--- src/logic/panelPkg.sv ---
`default_nettype none

package panelPkg;

    // panel geometry, two halves scanned in parallel
    localparam int PanelWidth      = 64;
    localparam int PanelHalfHeight = 16;
    localparam int BytesPerPixel   = 2;
    localparam int FrameBytes      = 2 * PanelHalfHeight * PanelWidth * BytesPerPixel;

    // byte address is {half, row, col, byte}
    localparam int ByteAddrWidth = $clog2(FrameBytes);
    // read address is {row, col}, both halves fetched together
    localparam int WordAddrWidth = ByteAddrWidth - 2;
    localparam int ColWidth      = $clog2(PanelWidth);
    localparam int RowWidth      = $clog2(PanelHalfHeight);

    // five binary-weighted bit planes per channel
    localparam int PlaneCount = 5;
    localparam int PlaneWidth = 3;

    // lsb of the plane bits inside an RGB565 word
    // green skips its lowest bit so all channels get five planes
    localparam int RedLsb   = 11;
    localparam int GreenLsb = 6;
    localparam int BlueLsb  = 0;

    // plane p is lit for BaseDisplayCycles << p cycles
    localparam int BaseDisplayCycles = 4;
    localparam int DisplayWidth      = 7;

    // read address to pair data, and read address to panelClk
    localparam int ReadLatency  = 2;
    localparam int ShiftLatency = 3;

    typedef enum logic [2:0] {
        ScanIdle,
        ScanShift,
        ScanDrain,
        ScanLatch,
        ScanDisplay
    } scanState;

endpackage

`default_nettype wire

--- src/logic/scanTimer.sv ---
`default_nettype none

module scanTimer
    import panelPkg::*;
(
    input  wire                   ClockA,
    input  wire                   rst,
    input  wire                   colClear,
    input  wire                   colStep,
    input  wire                   displayLoad,
    input  wire                   displayStep,
    input  wire                   scanAdvance,
    output logic [ColWidth-1:0]   col,
    output logic                  colLast,
    output logic [RowWidth-1:0]   row,
    output logic [PlaneWidth-1:0] plane,
    output logic                  displayDone
);

    logic [DisplayWidth-1:0] displayCount;

    // column counter, clear wins over step
    always_ff @(posedge ClockA) begin
        if (rst || colClear) begin
            col <= '0;
        end else if (colStep) begin
            col <= col + 1'b1;
        end
    end

    assign colLast = (col == ColWidth'(PanelWidth - 1));

    // plane runs fastest, row steps when the plane wraps
    always_ff @(posedge ClockA) begin
        if (rst) begin
            row   <= '0;
            plane <= '0;
        end else if (scanAdvance) begin
            if (plane == PlaneWidth'(PlaneCount - 1)) begin
                plane <= '0;
                row   <= row + 1'b1;
            end else begin
                plane <= plane + 1'b1;
            end
        end
    end

    // counts N down to 1 so done marks the last lit cycle
    always_ff @(posedge ClockA) begin
        if (rst) begin
            displayCount <= '0;
        end else if (displayLoad) begin
            displayCount <= DisplayWidth'(BaseDisplayCycles) << plane;
        end else if (displayStep && displayCount != '0) begin
            displayCount <= displayCount - 1'b1;
        end
    end

    assign displayDone = (displayCount == DisplayWidth'(1));

endmodule

`default_nettype wire

--- config.mk ---
export PLATFORM = sky130hd
export DESIGN_NAME = scanTimer
export DESIGN_NICKNAME = d
export VERILOG_FILES = /design/src/logic/panelPkg.sv /design/src/logic/scanTimer.sv
export SDC_FILE = /design/constraint.sdc
export NUM_CORES = 1
export LEC_CHECK = 0
export ABC_AREA = 1
export BUFFER_PORTS_ARGS = -buffer_cell sky130_fd_sc_hd__buf_2
export CAP_MARGIN = 20
export CORE_MARGIN = 5
export CORE_UTILIZATION = 53
export CTS_BUF_LIST = sky130_fd_sc_hd__clkbuf_16
export DETAILED_ROUTE_END_ITERATION = 8
export PLACE_DENSITY = 0.77
export SYNTH_ARGS = -nofsm -noshare
export SYNTH_HDL_FRONTEND = slang
export SYNTH_SLANG_ARGS = --single-unit
export TNS_END_PERCENT = 20
--- constraint.sdc ---
create_clock -name ClockA -period 1.4 [get_ports ClockA]
set_input_delay 0.14 -clock ClockA [delete_from_list [all_inputs] [get_ports ClockA]]
set_output_delay 0.14 -clock ClockA [all_outputs]
set_load 0.01 [all_outputs]
**Word-level counts from Yosys, hierarchy flattened**

Index checks and enable logic that the tools add are counted.

- $add $sub $neg: 4
- Eq/ne operators: 3
- Shift operators: 1
- Muxes and demuxes: 3
- Reduce and logical (&&, ||, !) cells: 5

Operators by type and width:

| kind | number |
|---|---|
| $mux W7 | 2 |
| $eq A7 B1 Y1 const B | 1 |
| $reduce_bool A7 Y1 | 1 |
| $shl A3 B3 Y7 const A | 1 |
| $sub A7 B1 Y7 const B | 1 |
| $add A6 B1 Y6 const B | 1 |
| $eq A6 B6 Y1 const B | 1 |
| $add A4 B1 Y4 const B | 1 |
| $add A3 B1 Y3 const B | 1 |
| $eq A3 B3 Y1 const B | 1 |
| $mux W3 | 1 |
| $reduce_and A2 Y1 | 1 |
| $reduce_bool A2 Y1 | 1 |
| $logic_and A1 B1 Y1 | 1 |
| $logic_or A1 B1 Y1 | 1 |

- Register bits after elaboration: 20
- Output and inout bits: 15
- Word-level logic and storage cells: 20

**Longest topological paths before layout**

- Word-level depth: 4
- Depth in mapped cells: 9
- Gate-level depth less buffers: 9

**Least setup slack after synthesis**

OpenSTA, ideal clock, no wires.

- Path type: register -> register
- Start: reg plane[0]
- End: reg row[3]
- Data arrival time: 1.179 ns
- Required time: 1.277 ns
- Setup slack: 0.099 ns
- Stages on the path, launching flop included: 9
- Buffers on the path: 0
- Period minus slack after synthesis: 1.301 ns
- Cells stage by stage: dfxtp_1 > inv_1 > ha_1 > nand2_1 > nor2_4 > inv_1 > nor2_1 > o21ai_0 > a21oi_1

- Longest elaborated chain between the ends: 2

Ends and longest elaborated chain:

| item | RTL line | text |
|---|---|---|
| from (decl) | scanTimer.sv:16 | `output logic [PlaneWidth-1:0] plane,` |
| from (signal assigned) | scanTimer.sv:43 | `plane <= plane + 1'b1;` |
| $eq A3 B3 Y1 | scanTimer.sv:39 | `if (plane == PlaneWidth'(PlaneCount - 1)) begin` |
| $reduce_and A2 Y1 (no line) | n/a |  |
| to (signal assigned) | scanTimer.sv:41 | `row <= row + 1'b1;` |
| to (decl) | scanTimer.sv:15 | `output logic [RowWidth-1:0] row,` |

Every way passes these cells.
A chain may end at the register's enable or synchronous reset.

**Final worst setup path**

- Start: reg plane[0]
- End: reg plane[2]

- Longest elaborated chain between the ends: 2
- Elaborated cells on any way between the ends: 3
- Those cells by class: 1 x add/sub; 1 x eq/ne; 1 x mux

Ends and longest elaborated chain:

| item | RTL line |
|---|---|
| $add A3 B1 Y3 or $eq A3 B3 Y1 (tied branches) | scanTimer.sv:43, scanTimer.sv:39 |
| $mux W3 * | scanTimer.sv:39 |

Every way passes the cells marked *; elsewhere a longest branch is shown, timed or not.

==> reports/results.txt <==
Antenna Diode Count: 0
Worst Setup End Kind: register
GR met1 Demand/Resource: 0.1818
Layout Cells excl Fill: 202
dpl cells: 198
Post-CTS Hold Fix Bufs: 0
1st-iter DRT viols: 17
Placer Congestion: 0.7950
gr usage total: 0.1589
Crit Path Max Fanout: 5
port bufs: 21
Die ar.: 3095 um^2
io pins: 22
post-DP HPWL: 1845 um
Setup Skew: 0.002912 ns
Initial DRT Pass Iterations: 4
R2R cell count: 3
gr busiest metal: met2
total negative slack: 0 ns
Max VDD drop: 752.0 uV
Startpoint Class: register
Seq/Total Area, Yosys: 0.3628
first-pass GRT wire length: 4036 um
WS Path Type: reg2reg
unrepaired setup endpoints after global routing: false
Vias: 1063
vias in the first global route: 1008
clk slew on worst S/H paths: 0.05 ns
Tmin final: 1.287 ns
synth warn: 0
worst endpoint data arrival time: 1.42 ns
commonest non-fill, non-tap cell in the layout: nand2_1
row count: 16
Hold Path Class: in2reg
synth top area cells: dfxtp_1 36%, ha_1 11%, nand3_1 8.2%
Slew @ Worst Pin: 0.3060 ns
Final nets: 193
Final Hold Fails: 0
crit share post-route: 0.9196
Final Max Slew Viols: 0
Netlist cell types: 21
number of fill cells: 174
Setup violations, final: 0
CP required: 1.54 ns
slew margin rel.: 0.7907
CTS tree: yes
Horiz. Die Dim: 55.63 um
hold depth: 2
Layout area overhead: 22.11%
Yosys top cell by area: dfxtp_1
GRT met2 Usage: 0.2669
Post-Route WL: 2446 um
Mapped Cells: 151
Syn Area/Cell: 7.308 um^2
Synth top area share: 0.3628
grt ovf: 0
clock root buffer: clkbuf_16
CTS buffer count: 3
share of layout cells above drive strength 1: 0.2400
H-tree depth: 1
P_leak: 0.6258 nW
Post-Syn Nets: 168
WL per Instance: 12.11 um
Clock Sinks: 20
DRC viols: 0
Mapped Area: 1104 um^2
register bit total from synthesis: 20
most frequent cells in the layout: 23 x nand2_1, 21 x buf_2, 19 x nor2_1, 19 x dfxtp_1, 18 x nand3_1
Initial Utilization: 0.5568
Max Freq: 0.7767 GHz
die height: 55.63 um
outcome: finished clean
Power per Cell Area: 1157 nW/um^2
largest net degree at the start of global routing: 12
core box area: 1982 um^2
initial antenna violation count: 0
post-route ant nets: 0
Post-CTS Setup Bufs: 0
vias per cell: 5.262
clock latency on the worst-skew pair: 0.25 ns
Max Cap Viol: 0
routing usage on met3: 0.04176
clk buf depth: 2
==> routing by layer <==
layer / wire, um / vias up
li1: - / 547
met1: 1052 / 492
met2: 1285 / 20
met3: 83 / 4
met4: 25 / 0
met5: 0 / -
==> Yosys cell counts <==
master and n:
a2111oi_0 1, a21oi_1 12, clkbuf_1 2, dfxtp_1 20, ha_1 10, inv_1 18
nand2_1 24, nand2_2 1, nand3_1 18, nand4_1 1, nand4_2 1, nor2_1 20
nor2_2 2, nor2_4 3, nor3_1 2, nor4_1 1, o211ai_1 1, o211ai_2 1
o21a_1 1, o21ai_0 11, xnor2_1 1
==> final cells by class <==
| type | count | area [um^2] | area share |
|---|---|---|---|
| clock buffer | 3 | 75.07 | 0.05571 |
| clock inverter | 1 | 3.754 | 0.002786 |
| inverter | 18 | 67.56 | 0.05014 |
| multi-input combinational | 111 | 653.1 | 0.4847 |
| sequential | 20 | 401.6 | 0.2981 |
| tap | 27 | 33.78 | 0.02507 |
| timing repair buffer | 22 | 112.6 | 0.08357 |
==> what timing repair did <==
item                                    in CTS  in global routing
endpoints found under the setup margin       0                  8
resized for setup                            0                 12
hold endpoints to repair                     0                  0
==> final timing paths <==
| path | startpoint | endpoint | slack, ns |
|---|---|---|---|
| worst max-delay path | plane[0]$_SDFFE_PP0P_ | plane[2]$_SDFFE_PP0P_ | 0.11 |
| worst min-delay path | colClear | col[4]$_SDFFE_PP0P_ | 0.08 |
| worst max register to register | plane[0]$_SDFFE_PP0P_ | plane[2]$_SDFFE_PP0P_ | 0.11 |
| worst min register to register | row[3]$_SDFFE_PP0P_ | row[3]$_SDFFE_PP0P_ | 0.46 |
==> state kept, by name, indices dropped and copies added, names as in the netlist <==
name	cells
displayCount	7
col	6
row	4
plane	3
==> report_power, final <==
group          total [mW]  switching (mW)  leakage [nW]  internal (mW)
sequential          0.643          0.0383         0.164          0.604
clock               0.579           0.199        0.0385          0.380
combinational       0.337           0.207         0.424          0.131
==> critical path, cell delays in order, from the launching register on <==
cell and delay [ns]:
dfxtp_2 0.34, ha_1 0.20, ha_1 0.27, a2111oi_0 0.36
==> cell families (layout without fill, tap and decap cells) <==
logic type,count (synthesis),after routing,synth area share
buffers and inverters,20,44,0.06803
AO/OA/AOI/OAI,27,27,0.1372
adder cells (fa/ha/maj),10,10,0.1134
XOR/XNOR,1,1,0.007938
AND/OR/NAND/NOR,73,73,0.3107
flip-flops,20,20,0.3628
==> per-stage QoR <==
step	setup WS (ns)	hold WS (ns)	total power, mW	utilization	instance area (um^2)
after CTS	0.007449	0.07736	1.546	0.6667	1321
after global placement	0.1186	0.3295	0.9528	0.6269	1242
after global routing	0.01523	0.08506	1.640	0.6799	1348
after floorplan	0.09851	0.2185	0.8826	-	1104
after detailed placement	0.02121	0.3377	0.9683	0.6269	1242
final	0.1126	0.07731	1.559	0.6799	1348
Note: power is estimated with default switching activity, not from simulation.
