**src/logic/panelPkg.sv**
```systemverilog
`default_nettype none

package panelPkg;

    // panel geometry, two halves scanned in parallel
    localparam int PanelWidth      = 64;
    localparam int PanelHalfHeight = 16;
    localparam int BytesPerPixel   = 2;
    localparam int FrameBytes      = 2 * PanelHalfHeight * PanelWidth * BytesPerPixel;

    // byte address is {half, row, col, byte}
    localparam int ByteAddrWidth = $clog2(FrameBytes);
    // read address is {row, col}, both halves fetched together
    localparam int WordAddrWidth = ByteAddrWidth - 2;
    localparam int ColWidth      = $clog2(PanelWidth);
    localparam int RowWidth      = $clog2(PanelHalfHeight);

    // five binary-weighted bit planes per channel
    localparam int PlaneCount = 5;
    localparam int PlaneWidth = 3;

    // lsb of the plane bits inside an RGB565 word
    // green skips its lowest bit so all channels get five planes
    localparam int RedLsb   = 11;
    localparam int GreenLsb = 6;
    localparam int BlueLsb  = 0;

    // plane p is lit for BaseDisplayCycles << p cycles
    localparam int BaseDisplayCycles = 4;
    localparam int DisplayWidth      = 7;

    // read address to pair data, and read address to panelClk
    localparam int ReadLatency  = 2;
    localparam int ShiftLatency = 3;

    typedef enum logic [2:0] {
        ScanIdle,
        ScanShift,
        ScanDrain,
        ScanLatch,
        ScanDisplay
    } scanState;

endpackage

`default_nettype wire

```
**src/logic/panelSequencer.sv**
```systemverilog
`default_nettype none

module panelSequencer
    import panelPkg::*;
(
    input  wire                 ClockA,
    input  wire                 rst,
    input  wire                 colLast,
    input  wire  [RowWidth-1:0] row,
    input  wire                 displayDone,
    output logic                colClear,
    output logic                colStep,
    output logic                readStrobe,
    output logic                displayLoad,
    output logic                displayStep,
    output logic                scanAdvance,
    output logic                panelLatch,
    output logic                panelBlank,
    output logic [RowWidth-1:0] rowAddr
);

    scanState state;
    scanState nextState;

    // drain waits for the last reads to reach the panel
    logic [1:0] drainCount;

    always_comb begin
        nextState = state;
        case (state)
            ScanIdle:    nextState = ScanShift;
            ScanShift:   if (colLast) nextState = ScanDrain;
            ScanDrain:   if (drainCount == 2'(ShiftLatency - 1)) nextState = ScanLatch;
            ScanLatch:   nextState = ScanDisplay;
            ScanDisplay: if (displayDone) nextState = ScanShift;
            default:     nextState = ScanIdle;
        endcase
    end

    always_ff @(posedge ClockA) begin
        if (rst) begin
            state      <= ScanIdle;
            drainCount <= '0;
        end else begin
            state <= nextState;
            if (state == ScanDrain) begin
                drainCount <= drainCount + 1'b1;
            end else begin
                drainCount <= '0;
            end
        end
    end

    // one read per column while shifting
    assign colClear    = (state != ScanShift);
    assign colStep     = (state == ScanShift);
    assign readStrobe  = (state == ScanShift);
    assign displayLoad = (state == ScanLatch);
    assign displayStep = (state == ScanDisplay);
    assign scanAdvance = (state == ScanDisplay) && displayDone;

    // panel controls follow the state they belong to, cycle-exact
    always_ff @(posedge ClockA) begin
        if (rst) begin
            panelLatch <= 1'b0;
            panelBlank <= 1'b1;
            rowAddr    <= '0;
        end else begin
            panelLatch <= (nextState == ScanLatch);
            panelBlank <= (nextState != ScanDisplay);
            if (nextState == ScanLatch) begin
                rowAddr <= row;
            end
        end
    end

    latchSingle: assert property (
        @(posedge ClockA) disable iff (rst)
        panelLatch |=> !panelLatch
    ) else $error("panelLatch high for two cycles");

    // latching with LEDs lit shows a torn row
    latchBlanked: assert property (
        @(posedge ClockA) disable iff (rst)
        panelLatch |-> panelBlank
    ) else $error("panelLatch while panelBlank low");

endmodule

`default_nettype wire

```
**config.mk**
```make
export PLATFORM = sky130hd
export DESIGN_NAME = panelSequencer
export DESIGN_NICKNAME = d
export VERILOG_FILES = /design/src/logic/panelPkg.sv /design/src/logic/panelSequencer.sv
export SDC_FILE = /design/constraint.sdc
export NUM_CORES = 1
export LEC_CHECK = 0
export BUFFER_PORTS_ARGS = -buffer_cell sky130_fd_sc_hd__buf_4
export CAP_MARGIN = 10
export CORE_AREA = 2 2 39 41
export DETAILED_ROUTE_END_ITERATION = 12
export DIE_AREA = 0 0 41 43
export SLEW_MARGIN = 0
export SYNTH_ARGS = -nofsm -noshare
export SYNTH_HDL_FRONTEND = slang
export SYNTH_SLANG_ARGS = --single-unit
export TNS_END_PERCENT = 1
```
**constraint.sdc**
```tcl
create_clock -name ClockA -period 1.8 [get_ports ClockA]
set_clock_uncertainty 0.2 [all_clocks]
set_input_delay 0 -clock ClockA [delete_from_list [all_inputs] [get_ports ClockA]]
set_output_delay 0 -clock ClockA [all_outputs]
set_load 0.005 [all_outputs]
```
Word-level counts from Yosys, hierarchy flattened:

Cells that the tools add are included.

* add/subtract/negate cells: 1
* eq/ne operators: 8
* mux-type cells: 4
* bitwise gates (word level): 1
* reduce and logical (&&, ||, !) cells: 3

Operators by type and width (number)
* $pmux 3 s5: 1
* $eq 3x2->1 const B: 3
* $mux 3: 3
* $eq 3x1->1 const B: 1
* $eq 3x3->1 const B: 1
* $logic_not 3->1: 1
* $ne 3x1->1 const B: 1
* $ne 3x3->1 const B: 1
* $add 2x1->2 const B: 1
* $eq 2x2->1 const B: 1
* $reduce_or 2->1: 1
* $logic_and 1x1->1: 1
* $not 1->1: 1

* register bits after elaboration: 11
* input bits: 8
* output and inout port bits: 12
* logic and storage cells: 22

Longest topological paths before layout:

* depth in word-level cells: 4
* mapped depth: 6
* depth with buffers taken out: 5

Worst setup path before layout:

Ideal clock, no wire load.

* path type: register to register
* start: register drainCount[0]
* end: register rowAddr[0]
* library setup time: 128 ps
* data arrival time: 1018 ps
* data required time: 1472 ps
* setup slack: 454 ps
* cell stages (with the launch flop): 7
* buffers on the path: 1
* clock period less this slack: 1346 ps
* path through: dfxtp_1 -> inv_1 -> ha_1 -> and4bb_1 -> buf_6 -> mux2i_1 -> nor2_1

* word-level cells in the longest chain between the ends: 4

Ends and longest elaborated chain
* start: declaration: RTL line panelSequencer.sv:26 `logic [1:0] drainCount;`
* start signal: assignment: RTL line panelSequencer.sv:47 `drainCount <= drainCount + 1'b1;`
* $eq 2x2->1: RTL line panelSequencer.sv:33 `ScanDrain: if (drainCount == 2'(ShiftLatency - 1)) nextState = ScanLatch;`
* $mux 3: RTL line panelSequencer.sv:33
* $pmux 3 s5: RTL line panelSequencer.sv:30 `case (state)`
* $eq 3x2->1: RTL line panelSequencer.sv:71 `if (nextState == ScanLatch) begin`
* end signal: assignment: RTL line panelSequencer.sv:72 `rowAddr <= row;`
* end: declaration: RTL line panelSequencer.sv:19 `output logic [RowWidth-1:0] rowAddr`

Every way passes these cells.
A chain may end at the register's enable or synchronous reset.

Worst setup path after layout:

* start: register state[2]
* end: output port scanAdvance

* word-level cells in the longest chain between the ends: 2

Ends and longest elaborated chain
* start: declaration: RTL line panelSequencer.sv:22 `scanState state;`
* start signal: assignment: RTL line panelSequencer.sv:42 `state <= ScanIdle;`
* start signal: assignment: RTL line panelSequencer.sv:45 `state <= nextState;`
* $eq 3x3->1: RTL line panelSequencer.sv:60 `assign scanAdvance = (state == ScanDisplay) && displayDone;`
* $logic_and 1x1->1: RTL line panelSequencer.sv:60
* end: declaration: RTL line panelSequencer.sv:16 `output logic scanAdvance,`

Every way passes these cells.

==> out/qor.csv <==
stage,metric,value,unit
critical_path,cp.required,1600,ps
place,dp_cells,79,
grt,grt.total_usage,12.84,%
detailed_routing,via_count,412,
detailed_routing,ant_nets,0,
grt,antenna_found_initial,0,
place,gp_congestion,0.6952,
detailed_routing,dr_wl_met3,69,microns
final_layout,postLayoutCoreUtil,51.45,%
timing,report.final.slew_viol_count,0,
detailed_routing,wl_per_cell,10.52,microns
detailed_routing,wl,947,microns
clock_network,clk_path_buf_depth,2,
timing,timing.fmax,680.3,MHz
place,io_buffers,19,
die,dieHeight,43,microns
power,powerDensity,702.9,mW/mm^2
critical_path,critPathMaxStageDelay,480,ps
power,p_switching,0.1160,mW
clock_network,h-tree-depth,1,
power,leakagePower,0.3117,nW
critical_path,cp_max_fo,8,
detailed_routing,route.met2.wl,447,microns
grt,grt_max_degree,11,
detailed_routing,drc,0,
clock_network,cts_made_buffers,3,
min_path,hp-class,register to register,
clock_network,clk_pin_slew,70,ps
die,ioPinCount,20,
final_layout,fin_nets,84,
power,ir_drop,0.3804,mV
power,pwr-share-clk,32.5,%
synth,ys_seq_area_share,46.32,%
timing,finalHoldViolations,0,
clock_network,clk_latency,260,ps
critical_path,crit_arrival,1270,ps
synth,synthTopCellsByArea,"dfxtp_1 (46%), mux2i_1 (8.4%), nor2_1 (6.3%)",
grt,first_global_vias,362,
critical_path,critPathKind,register to output pin,
timing,rsz0062_at_grt,false,
power,internal-power,0.3844,mW
final_layout,drive_above_1_share,35.14,%
synth,synth_cell_types,20,
synth,syn_nets,56,
detailed_routing,drt-initial-drc-count,2,
timing,fin_crit,1470,ps
final_layout,syn2layout_area_growth,49.74,%
die,core_area,0.001384,sq mm
synth,synth_top_area_cell,dfxtp_1,
power,power_frac_seq,52.1,%
power,netSwitchingFraction,23.18,%
run,cap_violations,0,
status,status,"complete, no violations",
grt,grt_pass1_wl,1504,microns
die,die_w,41,microns
detailed_routing,wl_met1,430,microns
synth,syn_inst,47,
final_layout,fillers,133,
timing,slew-limit-headroom,81.19,%
synth,syn_area,475.5,sq um
place,dp_hpwl,637,microns
clock_network,cts_tree,built,
detailed_routing,top_layer_used,met3,
detailed_routing,firstDrtPassIters,2,
die,fp.dieArea,0.001763,sq mm
final_layout,n_antenna_cell,0,
clock_network,root_buffer,clkbuf_4,
detailed_routing,viasPerCell,4.578,
timing,finalCritPeriodShare,81.66,%
timing,finalSetupTns,0,ps
synth,yosysTopAreaCellShare,46.32,%
final_layout,stdcell_count,90,
die,start_util,34.36,%
timing,finalSetupViolations,0,
power,p_comb_share,15.4,%
timing,tightest_slew,279.2,ps
grt,grt_overflow_total,0,
synth,yosys_warnings,0,
clock_network,cts.sinks,11,
critical_path,crit_slowest_cell,dfxtp_1,
critical_path,start_kind,register,
clock_network,cts_setup_buffers,0,
synth,ys_ff_latch,11,
die,rows,14,
synth,syn_area_per_cell,10.12,sq um
critical_path,path_cells,nor3b_2 > and2_1 > buf_4,
critical_path,worstSetupEndpointType,output pin,
-- registers in the layout, summed over array words and instances, names as in the netlist --
name	flops
rowAddr	4
panelLatch	1
drainCount	2
state	3
panelBlank	1
-- Yosys cell counts --
library cell,number
a2111oi_2,1
a21oi_1,2
and2_1,1
and2b_1,1
and4bb_1,1
buf_4,1
buf_6,1
clkbuf_1,1
dfxtp_1,11
ha_1,1
inv_1,3
mux2i_1,4
nand3b_1,3
nor2_1,8
nor3_1,2
nor3b_2,2
o21a_1,1
o21ai_0,1
o21ba_2,1
o21bai_1,1
-- per-stage QoR --
stage | hold slack (ps) | setup WS (ps) | total power, mW | instance area, sq um
6_report | 212.1 | 330.1 | 0.5004 | 711.9
5_1_grt | 224.7 | 237.1 | 0.5304 | 711.9
4_1_cts | 213.8 | 321.5 | 0.5071 | 711.9
3_5_place_dp | 43.01 | 369.7 | 0.3319 | 615.6
3_3_place_gp | 35.48 | 408.5 | 0.3319 | 615.6
2_1_floorplan | -89.66 | 454.5 | 0.3000 | 475.5
-- power groups by stage --
stage                     clock network, mW  registers (mW)  logic [mW]
after floorplan                           0           0.264      0.0359
after global placement                    0           0.266      0.0654
after detailed placement                  0           0.266      0.0658
after CTS                             0.169           0.261      0.0777
after global routing                  0.183           0.262      0.0855
final                                 0.163           0.261      0.0771
-- layout by cell type, fill, tap and decap left out --
cell type	n
buf_4	19
dfxtp_1	11
nor2_1	8
dlygate4sd3_1	7
mux2i_1	4
inv_1	3
nand3b_1	3
clkbuf_4	3
nor3b_2	2
nor3_1	2
a21oi_1	2
and2_1	1
o21a_1	1
o21ai_0	1
and4bb_1	1
and2b_1	1
o21ba_2	1
a2111oi_2	1
o21bai_1	1
ha_1	1
clkbuf_1	1
-- path summary, 6_finish.rpt --
kind / startpoint / to / slack, ps / depth (start not counted)
max: state[2] / scanAdvance / 330 / 3
min: drainCount[0] / drainCount[0] / 210 / 1
max reg2reg: drainCount[0] / rowAddr[3] / 350 / 5
min reg2reg: drainCount[0] / drainCount[0] / 210 / 1
-- kinds of logic after synthesis --
group                      after synthesis  synth area share (%)
AOI/OAI and AO/OA                        7                 11.58
adders and majority gates                1                 2.631
buffers and inverters                    6                 7.105
DFF                                     11                 46.32
muxes                                    4                 8.421
and+or+nand+nor                         18                 23.95
-- layout make-up --
class	count	area, sq um	share of cell area [%]
Sequential cell	11	220.2	30.93
Multi-Input combinational cell	30	221.5	31.11
Inverter	3	11.26	1.582
Timing Repair Buffer	26	212.7	29.88
Clock buffer	4	26.28	3.691
Tap cell	16	20.02	2.812
-- layer usage --
layer | track usage [%] | vias to the layer above
li1 | - | 213
met1 | 16.78 | 189
met2 | 17.19 | 10
met3 | 9.424 | 0
met4 | 2.000 | 0
met5 | 0 | -
-- critical path: cells and delay by family, from the launching register on --
family | cells | cell delay (ps)
buffers and inverters | 1 | 100
DFF | 1 | 480
and+or+nand+nor | 2 | 430
-- repair_timing --
action | 4_1_cts | 5_1_grt
hold buffers | 7 | 0
resized for setup | 0 | 0
hold endpoints to repair | 11 | 0
Power figures use the tool's default switching activity.
