`config.mk`:
```
export PLATFORM = sky130hd
export DESIGN_NAME = pixelShifter
export DESIGN_NICKNAME = d
export VERILOG_FILES = /design/src/logic/panelPkg.sv /design/src/logic/pixelShifter.sv
export SDC_FILE = /design/constraint.sdc
export NUM_CORES = 1
export LEC_CHECK = 0
export ABC_CLOCK_PERIOD_IN_PS = 2700
export BUFFER_PORTS_ARGS = -buffer_cell sky130_fd_sc_hd__buf_2
export CAP_MARGIN = 20
export CORE_MARGIN = 4
export CORE_UTILIZATION = 45
export CTS_CLUSTER_DIAMETER = 50
export CTS_CLUSTER_SIZE = 14
export DETAILED_ROUTE_END_ITERATION = 7
export HOLD_SLACK_MARGIN = 0.1
export PLACE_DENSITY = 0.87
export SLEW_MARGIN = 20
export SYNTH_ARGS = -nofsm -noshare
export SYNTH_HDL_FRONTEND = slang
export SYNTH_SLANG_ARGS = --single-unit
```
`constraint.sdc`:
```
create_clock -name ClockA -period 2.7 [get_ports ClockA]
set_clock_uncertainty 0.1 [all_clocks]
set_input_delay 0.54 -clock ClockA [delete_from_list [all_inputs] [get_ports ClockA]]
set_output_delay 0.54 -clock ClockA [all_outputs]
set_load 0.05 [all_outputs]
```
`src/logic/panelPkg.sv`:
```
`default_nettype none

package panelPkg;

    // panel geometry, two halves scanned in parallel
    localparam int PanelWidth      = 64;
    localparam int PanelHalfHeight = 16;
    localparam int BytesPerPixel   = 2;
    localparam int FrameBytes      = 2 * PanelHalfHeight * PanelWidth * BytesPerPixel;

    // byte address is {half, row, col, byte}
    localparam int ByteAddrWidth = $clog2(FrameBytes);
    // read address is {row, col}, both halves fetched together
    localparam int WordAddrWidth = ByteAddrWidth - 2;
    localparam int ColWidth      = $clog2(PanelWidth);
    localparam int RowWidth      = $clog2(PanelHalfHeight);

    // five binary-weighted bit planes per channel
    localparam int PlaneCount = 5;
    localparam int PlaneWidth = 3;

    // lsb of the plane bits inside an RGB565 word
    // green skips its lowest bit so all channels get five planes
    localparam int RedLsb   = 11;
    localparam int GreenLsb = 6;
    localparam int BlueLsb  = 0;

    // plane p is lit for BaseDisplayCycles << p cycles
    localparam int BaseDisplayCycles = 4;
    localparam int DisplayWidth      = 7;

    // read address to pair data, and read address to panelClk
    localparam int ReadLatency  = 2;
    localparam int ShiftLatency = 3;

    typedef enum logic [2:0] {
        ScanIdle,
        ScanShift,
        ScanDrain,
        ScanLatch,
        ScanDisplay
    } scanState;

endpackage

`default_nettype wire

```
`src/logic/pixelShifter.sv`:
```
`default_nettype none

module pixelShifter
    import panelPkg::*;
(
    input  wire                   ClockA,
    input  wire                   rst,
    input  wire                   pairValid,
    input  wire  [31:0]           pairData,
    input  wire  [PlaneWidth-1:0] plane,
    output logic [2:0]            rgbTop,
    output logic [2:0]            rgbBottom,
    output logic                  panelClk
);

    // red, green, blue bits of one plane from an RGB565 word
    function automatic logic [2:0] planeBits(
        input logic [15:0]           pixel,
        input logic [PlaneWidth-1:0] p
    );
        logic [2:0] bits;
        bits[2] = pixel[RedLsb + p];
        bits[1] = pixel[GreenLsb + p];
        bits[0] = pixel[BlueLsb + p];
        return bits;
    endfunction

    logic [2:0] topBits;
    logic [2:0] bottomBits;

    assign topBits    = planeBits(pairData[15:0], plane);
    assign bottomBits = planeBits(pairData[31:16], plane);

    // colour lines only change with a pulse
    always_ff @(posedge ClockA) begin
        if (pairValid) begin
            rgbTop    <= topBits;
            rgbBottom <= bottomBits;
        end
    end

    always_ff @(posedge ClockA) begin
        if (rst) begin
            panelClk <= 1'b0;
        end else begin
            panelClk <= pairValid;
        end
    end

    // plane may only move between passes, never under a fetched pair
    planeSteady: assert property (
        @(posedge ClockA) disable iff (rst)
        pairValid |-> $stable(plane)
    ) else $error("plane changed while a pixel pair was in flight");

endmodule

`default_nettype wire

```
=== Word-level counts from Yosys, hierarchy flattened ===
Cells that the tools add are included.

* Multiplexer cells: 12
* $add $sub $neg: 2
* $lt $le $gt $ge: 3

{| class="wikitable"
|+ Operator list
! kind !! count
|-
| $bmux 1 s4 || 4
|-
| $bmux 1 s3 || 2
|-
| $mux 1 || 6
|-
| $add 4x3->5 const A || 1
|-
| $lt 3x5->1 const B || 1
|-
| $lt 4x5->1 const B || 1
|-
| $lt 5x5->1 const B || 1
|-
| $add 3x3->4 const A || 1
|}

* Flip-flop bits (word level): 7
* Word-level logic and storage cells: 20
* Bits of input ports: 38

=== Depth between registers and ports, before layout ===
Gate-level depths: netlist (run 1).

* Word-level depth: 3
* Mapped depth: 7
* Gate-level depth less buffers: 5

=== Least setup slack after synthesis (run 1) ===
No wires, ideal clock.

* Path kind: input port to flip-flop
* Start point: input port plane[1]
* End point: register rgbTop[2] (data pin)
* Arrival: 1.982 ns
* Data required time: 2.335 ns
* Path slack: 0.353 ns
* Stages on the path: 7
* Buffers on the path: 2
* Cell sequence: buf_2 inv_1 ha_1 buf_2 mux4_2 mux2i_1 mux2i_1

* Word-level cells in the longest chain between the ends: 3

{| class="wikitable"
|+ Ends and longest elaborated chain
! item !! RTL line !! text
|-
| start, declared || pixelShifter.sv:10 || <nowiki>input wire [PlaneWidth-1:0] plane,</nowiki>
|-
| $add 4x3->5 || pixelShifter.sv:22 || <nowiki>bits[2] = pixel[RedLsb + p];</nowiki>
|-
| $bmux 1 s4 || pixelShifter.sv:22 ||
|-
| $mux 1 (not written as such) || pixelShifter.sv:22 ||
|-
| named net topBits[2] || pixelShifter.sv:28 || <nowiki>logic [2:0] topBits;</nowiki>
|-
| end signal, assigned || pixelShifter.sv:37 || <nowiki>rgbTop <= topBits;</nowiki>
|-
| end, declared || pixelShifter.sv:11 || <nowiki>output logic [2:0] rgbTop,</nowiki>
|}

The timed path passes the listed nets, and every way through them passes these cells. The select of a mux whose other input is x is not followed.
A chain may end at the register's enable or synchronous reset.

=== Worst setup path after layout (run 1) ===
Ends and elaborated chain as after synthesis.

==> results of run 1 <==
==> worst max-delay path by stage <==
stage                      endpoint  slack (ns)
after floorplan           rgbTop[2]        0.35
after global placement    rgbTop[2]        0.37
after detailed placement  rgbTop[2]        0.32
after CTS                 rgbTop[2]        0.60
after global routing      rgbTop[2]        0.47
final                     rgbTop[2]        0.59
==> flip-flops by register name, summed over array words and instances, names as in the netlist <==
name       count
rgbBottom      3
panelClk       1
rgbTop         3
==> worst max-delay path, delay by kind of cell <==
family                     cells  cell delay (ns)
muxes                          3             0.79
buffers and inverters          2             0.16
adders and majority gates      1             0.51
==> logic make-up after synthesis <==
family                   Yosys count
XOR/XNOR                           1
multiplexers                      26
AO/OA/AOI/OAI                      3
AND/OR/NAND/NOR                   16
flip-flops                         7
adder cells (fa/ha/maj)            4
buffers and inverters              7
==> power groups by stage <==
| stage | logic (mW) | registers (mW) | clock network, mW |
|---|---|---|---|
| 6_report | 0.221 | 0.138 | 0.0938 |
| 5_1_grt | 0.238 | 0.139 | 0.104 |
| 4_1_cts | 0.222 | 0.138 | 0.0979 |
| 3_5_place_dp | 0.221 | 0.140 | 0 |
| 3_3_place_gp | 0.215 | 0.140 | 0 |
| 2_1_floorplan | 0.108 | 0.190 | 0 |
==> area by class of cell <==
| type | instances | area (um2) |
|---|---|---|
| fillers | 159 | 762 |
| multi-input cells | 50 | 673 |
| repair buffers | 46 | 235 |
| flip-flops and latches | 7 | 200 |
| well taps | 27 | 33.8 |
| clock buffers | 4 | 26.3 |
| inverters | 3 | 11.3 |
==> placed cells by master, fill, tap and decap left out, types with 3 or more instances in the layout <==
cell type / Yosys / layout
sky130_fd_sc_hd__inv_1: 3 / 3
sky130_fd_sc_hd__nand3_1: 4 / 4
sky130_fd_sc_hd__edfxtp_1: 6 / 6
sky130_fd_sc_hd__mux2i_1: 6 / 6
sky130_fd_sc_hd__ha_1: 4 / 4
sky130_fd_sc_hd__nor2b_1: 3 / 3
sky130_fd_sc_hd__nand2_1: 8 / 8
sky130_fd_sc_hd__buf_2: 3 / 44
sky130_fd_sc_hd__clkbuf_4: 0 / 3
sky130_fd_sc_hd__mux4_2: 18 / 18
==> layer usage <==
| layer | GRT usage (%) | wire length [um] | vias up |
|---|---|---|---|
| met1 | 18.6 | 748 | 371 |
| met3 | 1.97 | 179 | 3 |
| met5 | 0 | 0 | - |
| met2 | 31.2 | 1070 | 36 |
| li1 | - | - | 362 |
| met4 | 6.38 | 27 | 0 |
==> metrics by stage <==
stage | cell area (um2) | setup slack [ns] | instances | util [%] | hold slack (ns)
final | 1180 | 0.593 | 137 | 60.8 | 0.340
after global routing | 1180 | 0.471 | 137 | 60.8 | 0.345
after CTS | 1180 | 0.598 | 137 | 60.8 | 0.332
after global placement | 1150 | 0.366 | 133 | 59.4 | 0.598
after detailed placement | 1150 | 0.324 | 133 | 59.4 | 0.600
after floorplan | 911 | 0.353 | 64 | - | 0.512
==> results.cfg, run 1 <==
[clock_tree]
post_cts.repair.setup_buffers = 0
cts_repair_resize_count = 0
clk_path_buf_depth = 2
cts_hold_buffers = 0
cts_made_buffers = 3
clk_pin_slew_worst_paths_ns = 0.05
htree_levels = 1
cts_sinks = 7
tritoncts = yes
cts-root-buf = sky130_fd_sc_hd__clkbuf_4

[floorplan]
floorplan.die_area_um2 = 2810
initial_core_util_pct = 46.9
die_width_um = 53.0
chipHeight_um = 53.0
num_rows = 16
floorplan.core_area_um2 = 1940
io_pins = 45

[power]
internal_power_contribution_mw = 0.294
combPwrFrac_pct = 48.8
sequentialPowerShare_pct = 30.5
sw_frac_of_total_pct = 35.1
fin_total_pwr_mw = 0.453
clockPowerShare_pct = 20.7
net_switching_power_mw = 0.159
pwr_density_cell_nw_per_um2 = 384
p_leak_nw = 0.538
peakVddDrop_mv = 0.202

[critical_path]
max_stage_delay_ns = 0.55
setup.worst_path.class = input pin to flip-flop
critPathMostFrequentCell = sky130_fd_sc_hd__mux2i_1
critPathSlowestCell = sky130_fd_sc_hd__mux4_2
critical_path_peak_fanout = 8
setup.worst_path.start_class = input pin
critical_path.startpoint = plane[1]
cp_cell_sequence = buf_2 -> inv_1 -> ha_1 -> mux4_2 -> mux2i_1 -> mux2i_1
cp_data_arrival_time_ns = 2.00
setup.worst_path.end_class = flip-flop
worst-endpoint-required_ns = 2.59

[sta]
number_of_setup_violations_in_the_final_report = 0
max_freq_mhz = 475
max_slew_headroom_pct = 75.2
max_slew.worst_pin.slew_ns = 0.372
final_max_slew_viol_count = 0
layout_worst_path_cycle_share_pct = 78.0
grt_setup_unrepaired = no
finalHoldViolCount = 0
finalSetupTns_ns = 0
final_critical_delay_including_setup_and_external_delays_ns = 2.11

[routing]
drtIter0Drc = 11
antenna_violating_nets_post_route = 0
detail_route.drc_violations = 0
detailedRoute.firstPassIterationCount = 2
detail_route.vias_per_cell = 5.64
wl_per_cell_um = 14.8
detailroute.via_count = 772
drt-total-wl_um = 2030

[logic_synthesis]
synth-main-ff-cell = sky130_fd_sc_hd__edfxtp_1
synth_sequential_area_ratio_pct = 22.0
mappedNetlistNets = 106
synth_top_family_by_area = multiplexers
synth-edff-count = 6
synthDominantAreaCellType = sky130_fd_sc_hd__mux4_2
synth_fa_ha_area_share_pct = 5.49
yosys.area.top_type_share_pct = 44.5
syn_inst = 64
netlist_top_cells_area = sky130_fd_sc_hd__mux4_2 45%, sky130_fd_sc_hd__edfxtp_1 20%, sky130_fd_sc_hd__mux2i_1 6.6%
synth_commonest_cells = 18 x sky130_fd_sc_hd__mux4_2, 8 x sky130_fd_sc_hd__nand2_1, 6 x sky130_fd_sc_hd__edfxtp_1, 6 x sky130_fd_sc_hd__mux2i_1
synth_seq_cells = 7
post_synthesis_compound_gate_area_fraction_pct = 2.61
ys.warnings.count = 0
synth.lib_cells_used.distinct = 16
synth-async-reset-ratio_pct = 0
post_synth_and_or_nand_nor_area_fraction_pct = 7.97
synthesis.area_um2 = 911
most_repeated_cell_in_the_gate_level_netlist_after_synthesis = sky130_fd_sc_hd__mux4_2
synth_mux_area_share_pct = 56.9
syn_avg_cell_area_um2 = 14.2
synthXorXnorAreaFrac_pct = 0.962

[global_routing]
global_route.overflow_total = 0
grt_start_max_net_pins = 22
grt_antenna_before_repair = 0
grtUsageTotal_pct = 16.5
wire_length_of_the_first_global_routing_pass_um = 3390
via_count_of_the_first_global_routing_pass = 799

[status]
outcome = finished, final reports clean

[placed_design]
finalWeightedCongestion = 0.787
dp_hpwl_um = 1770
port_buffers = 44

[worst_hold_path]
timing.hold.worst.class = input pin to flip-flop
min_delay_path_depth = 2
min_to = panelClk
min_from = rst

[layout]
layout-drive-gt1-share_pct = 61.8
diodes = 0
finalNetCount = 153
area.growth.synth_to_final_pct = 29.5

[job]
cap_viol_max_count = 0
Note: power is estimated with default switching activity, not from simulation.
==> run 2, diff against run 1 <==
--- a/config.mk
+++ b/config.mk
@@ -5,7 +5,7 @@
 export SDC_FILE = /design/constraint.sdc
 export NUM_CORES = 1
 export LEC_CHECK = 0
-export ABC_CLOCK_PERIOD_IN_PS = 2700
+export ABC_CLOCK_PERIOD_IN_PS = 2000
 export BUFFER_PORTS_ARGS = -buffer_cell sky130_fd_sc_hd__buf_2
 export CAP_MARGIN = 20
 export CORE_MARGIN = 4
==> constraint.sdc (replaced) <==
create_clock -name ClockA -period 2 [get_ports ClockA]
set_clock_uncertainty 0.1 [all_clocks]
set_input_delay 0.4 -clock ClockA [delete_from_list [all_inputs] [get_ports ClockA]]
set_output_delay 0.4 -clock ClockA [all_outputs]
set_load 0.05 [all_outputs]
==> run 2 against run 1 <==
Compared with the run above: combinational power up 41%; sequential cell count unchanged; sequential power up 35%; critical path type unchanged.
==> results.cfg, run 2 (synthesis gave the netlist of run 1 again) <==
[status]
outcome = finished, final reports clean

[critical_path]
worst-endpoint-required_ns = 1.88
path_delay_family = multiplexers
cp_data_arrival_time_ns = 1.64
cp_cell_sequence = buf_2 -> inv_1 -> ha_4 -> mux4_2 -> mux2i_1 -> mux2i_1
critPathSlowestCell = sky130_fd_sc_hd__mux4_2
setup.worst_path.class = input pin to flip-flop
setup.worst_path.start_class = input pin
setup.worst_path.end_class = flip-flop
max_stage_delay_ns = 0.51
critical_path_peak_fanout = 5
critPathMostFrequentCell = sky130_fd_sc_hd__mux2i_1
critical_path.n_buffers_inverters = 2

[floorplan]
floorplan.die_area_um2 = 2810
num_rows = 16
die_width_um = 53.0
chipHeight_um = 53.0
initial_core_util_pct = 46.9
floorplan.core_area_um2 = 1940
io_pins = 45

[sta]
layout_worst_path_cycle_share_pct = 87.9
final_critical_delay_including_setup_and_external_delays_ns = 1.76
final_max_slew_viol_count = 0
grt_setup_unrepaired = no
max_freq_mhz = 569
max_slew.worst_pin.slew_ns = 0.314
number_of_setup_violations_in_the_final_report = 0
finalHoldViolCount = 0
max_slew_headroom_pct = 79.0
final.setup.worst_slack_ns = 0.242

[global_routing]
grt_start_max_net_pins = 14
via_count_of_the_first_global_routing_pass = 842
grt_antenna_before_repair = 0
wire_length_of_the_first_global_routing_pass_um = 3750
grtUsageTotal_pct = 18.4
global_route.overflow_total = 0

[routing]
wl_per_cell_um = 15.9
drt-total-wl_um = 2220
detailroute.via_count = 795
detail_route.drc_violations = 0
detailedRoute.firstPassIterationCount = 4
drtIter0Drc = 13
antenna_violating_nets_post_route = 0
detail_route.vias_per_cell = 5.72

[worst_hold_path]
timing.hold.worst.class = input pin to flip-flop

[clock_tree]
clk_path_buf_depth = 2
htree_levels = 1
cts_sinks = 7
cts-root-buf = sky130_fd_sc_hd__clkbuf_4
cts_repair_resize_count = 0
clk_pin_slew_worst_paths_ns = 0.05
cts_made_buffers = 3
post_cts.repair.setup_buffers = 0
cts_hold_buffers = 0
tritoncts = yes

[placed_design]
port_buffers = 44
finalWeightedCongestion = 0.751
preCtsSetupSlack_ns = -0.0136
dp_hpwl_um = 1950
placedInstanceArea_um2 = 1180

[layout]
diodes = 0
final_core_area_utilization_pct = 62.2
layout_commonest_cell = sky130_fd_sc_hd__buf_2
commonest_cells_after_routing_fill_and_taps_aside = 44 x sky130_fd_sc_hd__buf_2, 18 x sky130_fd_sc_hd__mux4_2, 8 x sky130_fd_sc_hd__nand2_1
layout_top_registers = rgbBottom: 3 flops, rgbTop: 3 flops, panelClk: 1 flops
finalNetCount = 155
area.growth.synth_to_final_pct = 32.6
layout-drive-gt1-share_pct = 64.3
stdcell_area_um2 = 1210

[power]
pwr_density_cell_nw_per_um2 = 514
peakVddDrop_mv = 0.304
fin_total_pwr_mw = 0.620
p_leak_nw = 0.546

[job]
cap_viol_max_count = 0
==> run 2: worst paths after layout <==
check / startpoint / to / slack, ns / cells past startpoint
worst max-delay path: plane[0] / rgbTop[2] / 0.24 / 6
worst min-delay path: rst / panelClk / 0.21 / 2
==> run 2: layer usage <==
metal,GRT usage [%],up-vias,share of wire (%)
li1,-,366,-
met1,20.1,386,35
met2,34.3,39,54
met3,3.10,4,8.7
met4,8.09,0,1.5
met5,0,-,0
==> run 2: through the flow <==
step | hold WS [ns] | setup TNS, ns | instances
after detailed placement | 0.468 | -0.0206 | 135
final | 0.209 | 0 | 139
after CTS | 0.203 | 0 | 139
after global placement | 0.460 | 0 | 135
after global routing | 0.205 | 0 | 139
after floorplan | 0.372 | 0 | 64
==> run 2: power by group <==
| group | internal [mW] | leakage (nW) | switching [mW] | total, mW |
|---|---|---|---|---|
| Clock | 0.0758 | 0.0150 | 0.0462 | 0.122 |
| Combinational | 0.145 | 0.464 | 0.167 | 0.312 |
| Sequential | 0.183 | 0.0669 | 0.00333 | 0.186 |
==> run 2: final cells by class <==
class	instances	area, um2
clock buffers	4	26.3
multi-input cells	50	686
fillers	155	734
repair buffers	48	250
inverters	3	11.3
well taps	27	33.8
flip-flops and latches	7	200
